## src/design/aib_red_pkg.sv

```systemverilog
/* bundle layouts follow the reference pad muxes, with clock, loopback and rx enable omitted
   an all-zero bundle is the idle value for a pad that carries no lane */
`default_nettype none

package aib_red_pkg;

  // transmit bundle, core lane toward pad
  typedef struct packed {
    logic       data0;
    logic       data1;
    logic       dataselb;
    logic       ddr_en;
    logic       tx_en;
    // drive strength codes
    logic [1:0] ndrv;
    logic [1:0] pdrv;
  } tx_lane_t;

  // receive bundle, pad toward core lane
  typedef struct packed {
    logic odat0;
    logic odat1;
    // async path bypasses the rx flops
    logic odat_async;
  } rx_lane_t;

  // steering direction
  // dir_tx maps lanes onto pads, dir_rx maps pads onto lanes
  typedef enum logic {
    dir_tx,
    dir_rx
  } shift_dir_e;

endpackage : aib_red_pkg

`default_nettype wire
```

## src/design/aib_red_column.sv

```systemverilog
/* NUM_LANES must be 2 or more; pad NUM_LANES is the spare
   steering follows a legal cfg_wr from the edge where it is sampled */
`timescale 1ns/1ps
`default_nettype none

module aib_red_column
  import aib_red_pkg::*;
#(
  parameter int unsigned NUM_LANES = 8
) (
  input  wire logic                             clk,
  input  wire logic                             rst_n,
  // repair configuration
  input  wire logic                             cfg_wr,
  input  wire logic                             cfg_repair_en,
  input  wire logic [$clog2(NUM_LANES + 1)-1:0] cfg_fault_pad,
  // core side
  input  wire tx_lane_t                         core_tx [NUM_LANES],
  output rx_lane_t                              core_rx [NUM_LANES],
  // pad side
  output tx_lane_t                              pad_tx [NUM_LANES + 1],
  input  wire rx_lane_t                         pad_rx [NUM_LANES + 1],
  // status
  output logic                                  cfg_err,
  output logic                                  repair_active
);

  // shared by both directions
  logic [NUM_LANES:0] shift_en;

  aib_repair_ctrl #(
    .NUM_LANES (NUM_LANES)
  ) i_repair_ctrl (
    .clk           (clk),
    .rst_n         (rst_n),
    .cfg_wr        (cfg_wr),
    .cfg_repair_en (cfg_repair_en),
    .cfg_fault_pad (cfg_fault_pad),
    .shift_en      (shift_en),
    .cfg_err       (cfg_err),
    .repair_active (repair_active)
  );

  // lanes out to pads, unused pad driven idle
  aib_shift_array #(
    .NUM_LANES (NUM_LANES),
    .payload_t (tx_lane_t),
    .DIR       (dir_tx)
  ) i_tx_steer (
    .clk        (clk),
    .rst_n      (rst_n),
    .shift_en   (shift_en),
    .src_bundle (core_tx),
    .dst_bundle (pad_tx)
  );

  // pads back to lanes, faulty pad dropped
  aib_shift_array #(
    .NUM_LANES (NUM_LANES),
    .payload_t (rx_lane_t),
    .DIR       (dir_rx)
  ) i_rx_steer (
    .clk        (clk),
    .rst_n      (rst_n),
    .shift_en   (shift_en),
    .src_bundle (pad_rx),
    .dst_bundle (core_rx)
  );

endmodule : aib_red_column

`default_nettype wire

```

## src/design/aib_shift_array.sv

```systemverilog
/* purely combinational steering; clk and rst_n only clock the assertion
   shift_en must be a thermometer with bit 0 low, as the repair controller drives it */
`timescale 1ns/1ps
`default_nettype none

module aib_shift_array
  import aib_red_pkg::*;
#(
  parameter int unsigned NUM_LANES = 8,
  parameter type         payload_t = tx_lane_t,
  parameter shift_dir_e  DIR       = dir_tx,
  parameter payload_t    IDLE      = '0
) (
  input  wire logic               clk,
  input  wire logic               rst_n,
  input  wire logic [NUM_LANES:0] shift_en,
  // lanes for dir_tx, pads for dir_rx
  input  wire payload_t           src_bundle [(DIR == dir_tx) ? NUM_LANES : NUM_LANES + 1],
  // pads for dir_tx, lanes for dir_rx
  output payload_t                dst_bundle [(DIR == dir_tx) ? NUM_LANES + 1 : NUM_LANES]
);

  // pad that carries no lane, found from the edge of the thermometer
  logic [NUM_LANES:0] pad_unused;

  for (genvar p = 0; p <= NUM_LANES; p++) begin : g_unused
    if (p == NUM_LANES) begin : g_spare
      // spare is left over when nothing shifted onto it
      assign pad_unused[p] = !shift_en[p];
    end else begin : g_inner
      // faulty pad, just below the first shifted one
      assign pad_unused[p] = !shift_en[p] && shift_en[p + 1];
    end
  end

  if (DIR == dir_tx) begin : g_tx
    // each pad picks its own lane or the lane below
    for (genvar p = 0; p <= NUM_LANES; p++) begin : g_pad
      if (p == 0) begin : g_bottom
        assign dst_bundle[p] = pad_unused[p] ? IDLE : src_bundle[p];
      end else if (p == NUM_LANES) begin : g_spare
        // spare only ever takes the top lane
        assign dst_bundle[p] = pad_unused[p] ? IDLE : src_bundle[p - 1];
      end else begin : g_mid
        assign dst_bundle[p] = pad_unused[p] ? IDLE :
                               shift_en[p]   ? src_bundle[p - 1] : src_bundle[p];
      end
    end
  end else begin : g_rx
    // each lane picks its own pad or the pad above
    for (genvar l = 0; l < NUM_LANES; l++) begin : g_lane
      assign dst_bundle[l] = shift_en[l + 1] ? src_bundle[l + 1] : src_bundle[l];
    end
  end

  // exactly one pad is dropped from the mapping in either direction
  a_single_unused_pad : assert property (
    @(posedge clk) disable iff (!rst_n)
    $onehot(pad_unused)
  ) else $error("steering leaves %0d pads unused", $countones(pad_unused));

endmodule : aib_shift_array

`default_nettype wire

```

## src/design/aib_repair_ctrl.sv

```systemverilog
/* one faulty pad only; an out-of-range index with repair enabled is rejected and flagged
   shift_en is registered and follows a legal write from the edge where it is sampled */
`timescale 1ns/1ps
`default_nettype none

module aib_repair_ctrl #(
  parameter int unsigned NUM_LANES = 8
) (
  input  wire logic                             clk,
  input  wire logic                             rst_n,
  input  wire logic                             cfg_wr,
  input  wire logic                             cfg_repair_en,
  input  wire logic [$clog2(NUM_LANES + 1)-1:0] cfg_fault_pad,
  output logic      [NUM_LANES:0]               shift_en,
  output logic                                  cfg_err,
  output logic                                  repair_active
);

  localparam int unsigned PAD_W = $clog2(NUM_LANES + 1);

  logic             cfg_legal;
  logic             repair_en_q;
  logic             repair_en_d;
  logic [PAD_W-1:0] fault_q;
  logic [PAD_W-1:0] fault_d;
  logic [NUM_LANES:0] shift_d;
  logic [NUM_LANES:0] shift_q;
  logic             cfg_err_q;

  // index NUM_LANES is the spare pad itself
  assign cfg_legal = !cfg_repair_en || (cfg_fault_pad <= NUM_LANES);

  // next setting, old one held on an illegal write
  always_comb begin
    repair_en_d = repair_en_q;
    fault_d     = fault_q;
    if (cfg_wr && cfg_legal) begin
      repair_en_d = cfg_repair_en;
      fault_d     = cfg_fault_pad;
    end
  end

  // thermometer decode, every pad above the fault shifts up
  always_comb begin
    for (int p = 0; p <= NUM_LANES; p++) begin
      shift_d[p] = repair_en_d && (p > fault_d);
    end
  end

  always_ff @(posedge clk) begin
    if (!rst_n) begin
      repair_en_q <= 1'b0;
      fault_q     <= '0;
      shift_q     <= '0;
      cfg_err_q   <= 1'b0;
    end else begin
      repair_en_q <= repair_en_d;
      fault_q     <= fault_d;
      shift_q     <= shift_d;
      // error level stays until the next legal write
      if (cfg_wr) begin
        cfg_err_q <= !cfg_legal;
      end
    end
  end

  assign shift_en      = shift_q;
  assign cfg_err       = cfg_err_q;
  assign repair_active = repair_en_q;

  // no low bit may sit above a high bit
  a_shift_thermometer : assert property (
    @(posedge clk) disable iff (!rst_n)
    ((shift_en << 1) & ~shift_en) == '0
  ) else $error("shift_en is not a thermometer pattern");

  // pad 0 has no lane below it to take
  a_pad0_never_shifted : assert property (
    @(posedge clk) disable iff (!rst_n)
    !shift_en[0]
  ) else $error("shift_en set on pad 0");

endmodule : aib_repair_ctrl

`default_nettype wire

```

## config.mk

```make
export PLATFORM = sky130hd
export DESIGN_NAME = aib_red_column
export DESIGN_NICKNAME = d
export VERILOG_FILES = /design/src/design/aib_red_pkg.sv /design/src/design/aib_red_column.sv /design/src/design/aib_shift_array.sv /design/src/design/aib_repair_ctrl.sv
export SDC_FILE = /design/constraint.sdc
export NUM_CORES = 1
export LEC_CHECK = 0
export BUFFER_PORTS_ARGS = -buffer_cell sky130_fd_sc_hd__clkbuf_2
export CORE_MARGIN = 2
export CORE_UTILIZATION = 38
export CTS_BUF_LIST = sky130_fd_sc_hd__clkbuf_16
export DETAILED_ROUTE_END_ITERATION = 16
export HOLD_SLACK_MARGIN = 0.12
export PLACE_DENSITY = 0.8
export SLEW_MARGIN = 10
export SYNTH_ARGS = -nofsm -noshare
export SYNTH_HDL_FRONTEND = slang
export SYNTH_HIERARCHICAL = 1
export SYNTH_SLANG_ARGS = --single-unit
```

## constraint.sdc

```tcl
create_clock -name clk -period 1.8 [get_ports clk]
set_input_delay 0.36 -clock clk [delete_from_list [all_inputs] [get_ports clk]]
set_output_delay 0.36 -clock clk [all_outputs]
set_load 0.02 [all_outputs]
```

Word level (Yosys, flattened, before mapping)
Cells that the tools add are included.
- output and inout bits: 107
- register bits after elaboration: 15
- logic and storage cells: 68
- bits of input ports: 107
- mux-type cells: 26
- reduce and logical (&&, ||, !) cells: 28
- $lt $le $gt $ge: 9
- operators with widths (cell ; number):
    $mux 9 ; 16
    $mux 3 ; 8
    $logic_and 1x1->1 ; 17
    $gt 3x4->1 const A ; 4
    $logic_not 1->1 ; 10
    $gt 2x4->1 const A ; 2
    $gt 1x4->1 const A ; 1
    $gt 4x4->1 const A ; 1
    $le 4x4->1 const B ; 1
    $mux 4 ; 1
    $logic_or 1x1->1 ; 1
    $mux 1 ; 1

Logic depth before layout (Yosys ltp)
Gate-level depths: netlist (run 1).
- word-level depth: 6
- mapped depth: 6
- depth with buffers taken out: 4

Modules after synthesis
The synthesis (run 1) kept the hierarchy.
- modules (own cells, without submodules) (module ; area an instance (µm²) ; seq. area each (µm²) ; instances ; cells each):
    aib_shift_array (i_tx_steer) ; 1465.2 ; 0.0 ; 1 ; 222
    aib_repair_ctrl ; 598.1 ; 280.3 ; 1 ; 61
    aib_shift_array (i_rx_steer) ; 270.3 ; 0.0 ; 1 ; 24

Least setup slack after synthesis (run 1)
No wires, ideal clock.
- path kind: in2reg
- start point: input cfg_fault_pad[1]
- end point: register i_repair_ctrl.shift_q[1] (netlist: i_repair_ctrl/shift_en[1])
- data required time: 1.734 ns
- path buffers: 1
- cell stages on the path: 5
- setup slack: 0.291 ns
- data arrival time: 1.443 ns
- setup time: 0.066 ns
- path through: buf_6 o311a_1 a221oi_2 nor3b_4 a21boi_2
- cells in the longest elaborated chain, start to end: 6
- elaborated cells on any way between the ends: 7
- those cells by class: order compare (2); mux (2); reduce/logical (3)
- RTL lines (item ; line ; source):
    start, declared ; aib_red_column.sv:16 ; input wire logic [$clog2(NUM_LANES + 1)-1:0] cfg_fault_pad,
    $le 4x4->1 ; aib_repair_ctrl.sv:31 ; assign cfg_legal = !cfg_repair_en || (cfg_fault_pad <= NUM_LANES);
    $logic_or 1x1->1 ; aib_repair_ctrl.sv:31 ;
    $logic_and 1x1->1 ; aib_repair_ctrl.sv:37 ; if (cfg_wr && cfg_legal) begin
    $mux 4 ; aib_repair_ctrl.sv:37 ;
    $gt 1x4->1 ; aib_repair_ctrl.sv:46 ; shift_d[p] = repair_en_d && (p > fault_d);
    $logic_and 1x1->1 (*) ; aib_repair_ctrl.sv:46 ;
    end signal, assigned ; aib_repair_ctrl.sv:59 ; shift_q <= shift_d;
    end, declared ; aib_repair_ctrl.sv:27 ; logic [NUM_LANES:0] shift_q;
Every way passes the cells marked *; elsewhere a longest branch is shown, timed or not.
A chain may end at the register's enable or synchronous reset.

==> impl_metrics.py, run 1 <==
metrics = {
    "worst_setup_path": {
        "path_max_fanout": 24,
        "cpMaxStageDelayCell": "dfxtp_1",
        "worstPathArrival_ns": 1.33,
        "critPathMaxStageDelay_ns": 0.44,
        "crit_buf_inv": 2,
        "crit_family": "flip-flops",
        "cp.required_ns": 1.44,
        "criticalPathCategory": "reg -> out",
        "end_kind": "primary output",
        "critPathLaunchType": "flop",
        "crit_chain": "buf_6 > nor2_1 > a22o_1 > clkbuf_2",
    },
    "yosys": {
        "synth_edf_count": 0,
        "syn_inst": 307,
        "yosys.area.top_type": "nand2b_1",
        "synth-main-ff-cell": "dfxtp_1",
        "ys_seq_area_frac": 0.120,
        "ys_seq_elements": 14,
        "syn-cell-area_um2": 2330,
        "synth_common_cells": "nand2_1 (59), nand2b_1 (57), o21ai_2 (40)",
        "syn-mean-instance-area_um2": 7.60,
        "async_flop_share": 0,
        "synth_top_cell_area_share": 0.153,
        "ys_warn_count": 6,
        "synth_most_common_cell": "nand2_1",
        "synth_area_leaders": "nand2b_1 (15%), o21ai_2 (15%), dfxtp_1 (12%)",
        "yosys.cell_types.count": 32,
        "syn_nets": 414,
    },
    "sta": {
        "rsz0062_at_grt": "false",
        "period_needed_ns": 1.69,
        "fin_skew_ns": 0.00372,
        "finalSetupViolations": 0,
        "hold_viol_final": 0,
        "fin_tns_setup_ns": 0,
        "layout_setup_ws_ns": 0.110,
        "drv_slew": 0,
        "min_period_over_period": 0.939,
        "max_freq_mhz": 592,
    },
    "clocking": {
        "cts_buffers": 3,
        "cts_tree": "yes",
        "postCtsResizedCells": 0,
        "post-cts-setup-buffer-count": 0,
        "htree_levels": 1,
        "clk_latency_ns": 0.24,
        "cts.sinks": 14,
        "clkTransAtPathRegs_ns": 0.05,
        "root_buffer": "clkbuf_16",
        "max-clock-path-buffers": 2,
        "hold_buffers": 0,
    },
    "flow_run": {
        "maxCapViolCount": 0,
    },
    "detailed_routing": {
        "vias_per_cell": 4.81,
        "dr.pass1.iters": 4,
        "routed_wl_mm": 7.64,
        "drtIter0Drc": 77,
        "num_vias": 2833,
        "detail-route-antenna-nets": 0,
        "wl_per_cell_um": 13.0,
        "remaining_drc_errors": 0,
    },
    "placed_design": {
        "place_ws_ns": 0.0440,
        "place_hpwl_mm": 6.57,
        "gp_congestion": 0.918,
        "place.port_buffers": 213,
    },
    "floorplan": {
        "initial_core_util": 0.394,
        "core.rowCount": 28,
        "core-area_um2": 5920,
        "io_pins": 214,
        "die_x_um": 82.4,
        "dieArea_um2": 6780,
        "fp.dieH_um": 82.4,
    },
    "finish": {
        "fin_nets": 622,
        "regArea_um2": 280,
        "fill_cells": 574,
        "drive_gt1_frac": 0.537,
        "multi_input_area_um2": 1750,
        "diodes": 0,
        "area_growth_pct": 46.9,
    },
    "global_routing": {
        "grt_usage": 0.202,
        "grt_overflow": 0,
        "grt_max_degree": 31,
        "grt_pass1_vias": 2357,
        "grt_pass1_wl_mm": 10.8,
        "antenna_found_initial": 0,
    },
    "worst_hold_path": {
        "hp-class": "in -> reg",
    },
    "outcome": {
        "status": "finished, final reports clean",
    },
    "pwr": {
        "peakVddDrop_mv": 0.508,
        "power.density_nw_per_um2": 488,
        "cellLeakagePower_nw": 1.79,
    },
}
==> final timing paths <==
path / from / end / slack [ns] / cells past startpoint
max: i_repair_ctrl/shift_en[5] / pad_tx[44] / 0.11 / 4
min: rst_n / i_repair_ctrl/fault_q[3] / 0.40 / 2
max reg2reg: i_repair_ctrl/fault_q[3] / i_repair_ctrl/shift_en[1] / 0.57 / 4
min reg2reg: i_repair_ctrl/fault_q[0] / i_repair_ctrl/fault_q[0] / 0.52 / 2
==> cell type report <==
cell class / instances / area share
clock buffer: 3 / 0.0219
clock inverter: 1 / 0.00110
inverter: 4 / 0.00438
multi-input combinational: 265 / 0.510
sequential: 14 / 0.0818
tap: 75 / 0.0274
timing repair buffer: 227 / 0.354
==> where the power goes <==
part / total, mW / internal [mW] / switching, mW
Clock: 0.414 / 0.293 / 0.121
Sequential: 0.340 / 0.325 / 0.0151
Combinational: 0.918 / 0.372 / 0.545
Total: 1.67 / 0.991 / 0.681
==> registers in the layout, indices dropped and copies added (netlist names) <==
register                     cells
i_repair_ctrl/shift_en           8
i_repair_ctrl/repair_active      1
i_repair_ctrl/fault_q            4
i_repair_ctrl/cfg_err            1
==> stage by stage <==
stage	util	cells	power, mW	hold slack [ns]	cell area [µm²]
finish	0.579	589	1.67	0.402	3430
global route	0.579	589	1.78	0.422	3430
CTS	0.578	589	1.69	0.393	3420
detailed placement	0.565	585	1.27	0.513	3340
global placement	0.565	585	1.25	0.502	3340
floorplan	-	307	0.921	0.470	2330
==> placed cells by master, fill, tap and decap left out, types with 2 or more instances in the layout <==
cell type | Yosys | layout
mux2_2 | 2 | 2
buf_4 | 1 | 10
buf_12 | 5 | 3
and3_1 | 4 | 4
nand2_1 | 59 | 59
dfxtp_1 | 14 | 14
nand2b_1 | 57 | 57
inv_1 | 4 | 4
o21ai_0 | 9 | 9
clkbuf_2 | 0 | 213
a22o_1 | 7 | 7
o21ai_2 | 40 | 40
nand3_1 | 4 | 4
o211ai_1 | 2 | 2
and2_1 | 21 | 21
mux2_1 | 24 | 24
nor2_1 | 11 | 11
nor2b_1 | 2 | 2
clkbuf_16 | 0 | 3
nand4_1 | 2 | 2
o21ai_1 | 9 | 9
or3_1 | 2 | 2
==> cells by family after synthesis <==
group / synth area share
buffers and inverters: 0.131
and+or+nand+nor: 0.367
DFF: 0.120
other: 0.00161
muxes: 0.130
AOI/OAI and AO/OA: 0.250
==> metal layers <==
layer | part of all wire | global-route usage
met5 | 0 | 0
met4 | 0.010 | 0.0583
met3 | 0.075 | 0.0304
met2 | 0.52 | 0.383
met1 | 0.39 | 0.230
Power figures use the tool's default switching activity.
==> run 2: changes to the inputs <==
--- a/config.mk
+++ b/config.mk
@@ -9,6 +9,7 @@
 export CORE_MARGIN = 2
 export CORE_UTILIZATION = 38
 export CTS_BUF_LIST = sky130_fd_sc_hd__clkbuf_16
+export CTS_CLUSTER_DIAMETER = 40
 export DETAILED_ROUTE_END_ITERATION = 16
 export HOLD_SLACK_MARGIN = 0.12
 export PLACE_DENSITY = 0.8
==> constraint.sdc (replaced) <==
create_clock -name clk -period 1.8 [get_ports clk]
set_input_delay 0.18 -clock clk [delete_from_list [all_inputs] [get_ports clk]]
set_output_delay 0.18 -clock clk [all_outputs]
set_load 0.02 [all_outputs]
==> impl_metrics.py, run 2 (synthesis results as in run 1) <==
metrics = {
    "clocking": {
        "clkTransAtPathRegs_ns": 0.04,
        "htree_levels": 1,
        "hold_buffers": 0,
        "clk_latency_ns": 0.24,
        "root_buffer": "clkbuf_16",
        "cts_buffers": 3,
        "max-clock-path-buffers": 2,
        "cts.sinks": 14,
        "post-cts-setup-buffer-count": 0,
        "cts_tree": "yes",
    },
    "floorplan": {
        "fp.dieH_um": 82.4,
        "core-area_um2": 5920,
        "core.rowCount": 28,
        "die_x_um": 82.4,
        "dieArea_um2": 6780,
        "io_pins": 214,
        "initial_core_util": 0.394,
    },
    "global_routing": {
        "grt_pass1_wl_mm": 10.4,
        "grt_overflow": 0,
        "antenna_found_initial": 0,
        "grt_usage": 0.193,
        "grt_pass1_vias": 2392,
        "grt_max_degree": 31,
    },
    "sta": {
        "max_freq_mhz": 607,
        "hold_viol_final": 0,
        "finalSetupViolations": 0,
        "period_needed_ns": 1.65,
        "fin_tns_setup_ns": 0,
        "tightest_slew_ns": 0.604,
        "min_period_over_period": 0.915,
        "fin_skew_ns": 0.000762,
        "layout_setup_ws_ns": 0.153,
        "drv_slew": 0,
        "rsz0062_at_grt": "false",
        "maxSlewHeadroom": 0.597,
    },
    "placed_design": {
        "place_hpwl_mm": 6.57,
        "place.port_buffers": 213,
        "place_ws_ns": 0.303,
        "gp_congestion": 0.956,
        "dpl-instance-area_um2": 3300,
    },
    "finish": {
        "largest_reg_flops": 8,
        "fin_nets": 620,
        "final_common_cell": "clkbuf_2",
        "fill_cells": 566,
        "regArea_um2": 282,
        "layout_common_cells": "clkbuf_2 (213), nand2_1 (59), nand2b_1 (57)",
        "drive_gt1_frac": 0.538,
        "design_area_um2": 3380,
        "multi_input_area_um2": 1750,
        "diodes": 0,
        "area_growth_pct": 44.9,
    },
    "detailed_routing": {
        "vias_per_cell": 4.90,
        "remaining_drc_errors": 0,
        "drtIter0Drc": 58,
        "dr.pass1.iters": 4,
        "detail-route-antenna-nets": 0,
        "routed_wl_mm": 7.49,
        "num_vias": 2874,
        "wl_per_cell_um": 12.8,
    },
    "worst_setup_path": {
        "worstPathArrival_ns": 1.47,
        "r2r_cells": 4,
        "rrSetupSlack_ns": 0.60,
        "crit_chain": "mux2_1 > clkbuf_2",
        "critPathLaunchType": "flop",
        "cp.required_ns": 1.62,
        "end_kind": "primary output",
        "cpMaxStageDelayCell": "dfxtp_1",
        "path_max_fanout": 21,
        "reg2reg_to": "i_repair_ctrl/shift_en[1]",
        "criticalPathCategory": "reg -> out",
        "critPathMaxStageDelay_ns": 0.70,
        "reg2reg_from": "i_repair_ctrl/fault_q[2]",
    },
    "worst_hold_path": {
        "hp-class": "in -> reg",
        "min_to": "i_repair_ctrl/cfg_err",
        "hold_start": "rst_n",
        "hold_path_depth": 3,
    },
    "pwr": {
        "power.density_nw_per_um2": 489,
        "cellLeakagePower_nw": 1.78,
        "peakVddDrop_mv": 0.487,
    },
    "flow_run": {
        "maxCapViolCount": 0,
    },
    "outcome": {
        "status": "finished, final reports clean",
    },
}
==> run 2: cell type report <==
type	instances	area share
clock buffer	3	0.0222
multi-input combinational	265	0.517
inverter	4	0.00444
timing repair buffer	225	0.346
tap	75	0.0278
sequential	14	0.0833
==> run 2: how the worst max path moves through the flow <==
stage / from / to / slack, ns / cells after the start
floorplan: cfg_fault_pad[1] / i_repair_ctrl/shift_en[1] / 0.47 / 5
global placement: cfg_fault_pad[2] / i_repair_ctrl/shift_en[1] / 0.35 / 5
detailed placement: cfg_fault_pad[2] / i_repair_ctrl/shift_en[1] / 0.30 / 5
CTS: i_repair_ctrl/shift_en[2] / pad_tx[58] / 0.11 / 4
global route: i_repair_ctrl/shift_en[8] / core_rx[0] / 0.06 / 2
finish: i_repair_ctrl/shift_en[8] / core_rx[1] / 0.15 / 2
==> run 2: power by group <==
group / switching (mW) / leakage, nW / internal [mW]
combinational: 0.536 / 1.62 / 0.364
clock: 0.116 / 0.0370 / 0.290
sequential: 0.0215 / 0.115 / 0.326
==> run 2: through the flow <==
stage	hold WS, ns	util	power (mW)	instances
after global placement	0.465	0.558	1.24	583
after global routing	0.253	0.571	1.75	586
after detailed placement	0.466	0.558	1.26	583
final	0.223	0.571	1.65	586
after CTS	0.221	0.571	1.66	586
after floorplan	0.302	-	0.921	307
==> run 2: worst max-delay path: cells and delay by family, from the launching register on <==
kind     cells  cell delay, ns
buf+inv      1            0.15
flops        1            0.70
mux          1            0.37
==> run 2: repair_timing <==
action                                  4_1_cts  5_1_grt
resized for setup                             0        1
endpoints found under the setup margin        0        2
hold endpoints to repair                      0        0
==> run 2: layer usage <==
layer / wire length, µm / vias to the layer above / GRT usage
li1: - / 1458 / -
met1: 2950 / 1284 / 0.213
met2: 3830 / 124 / 0.368
met3: 626 / 8 / 0.0326
met4: 93 / 0 / 0.0683
met5: 0 / - / 0
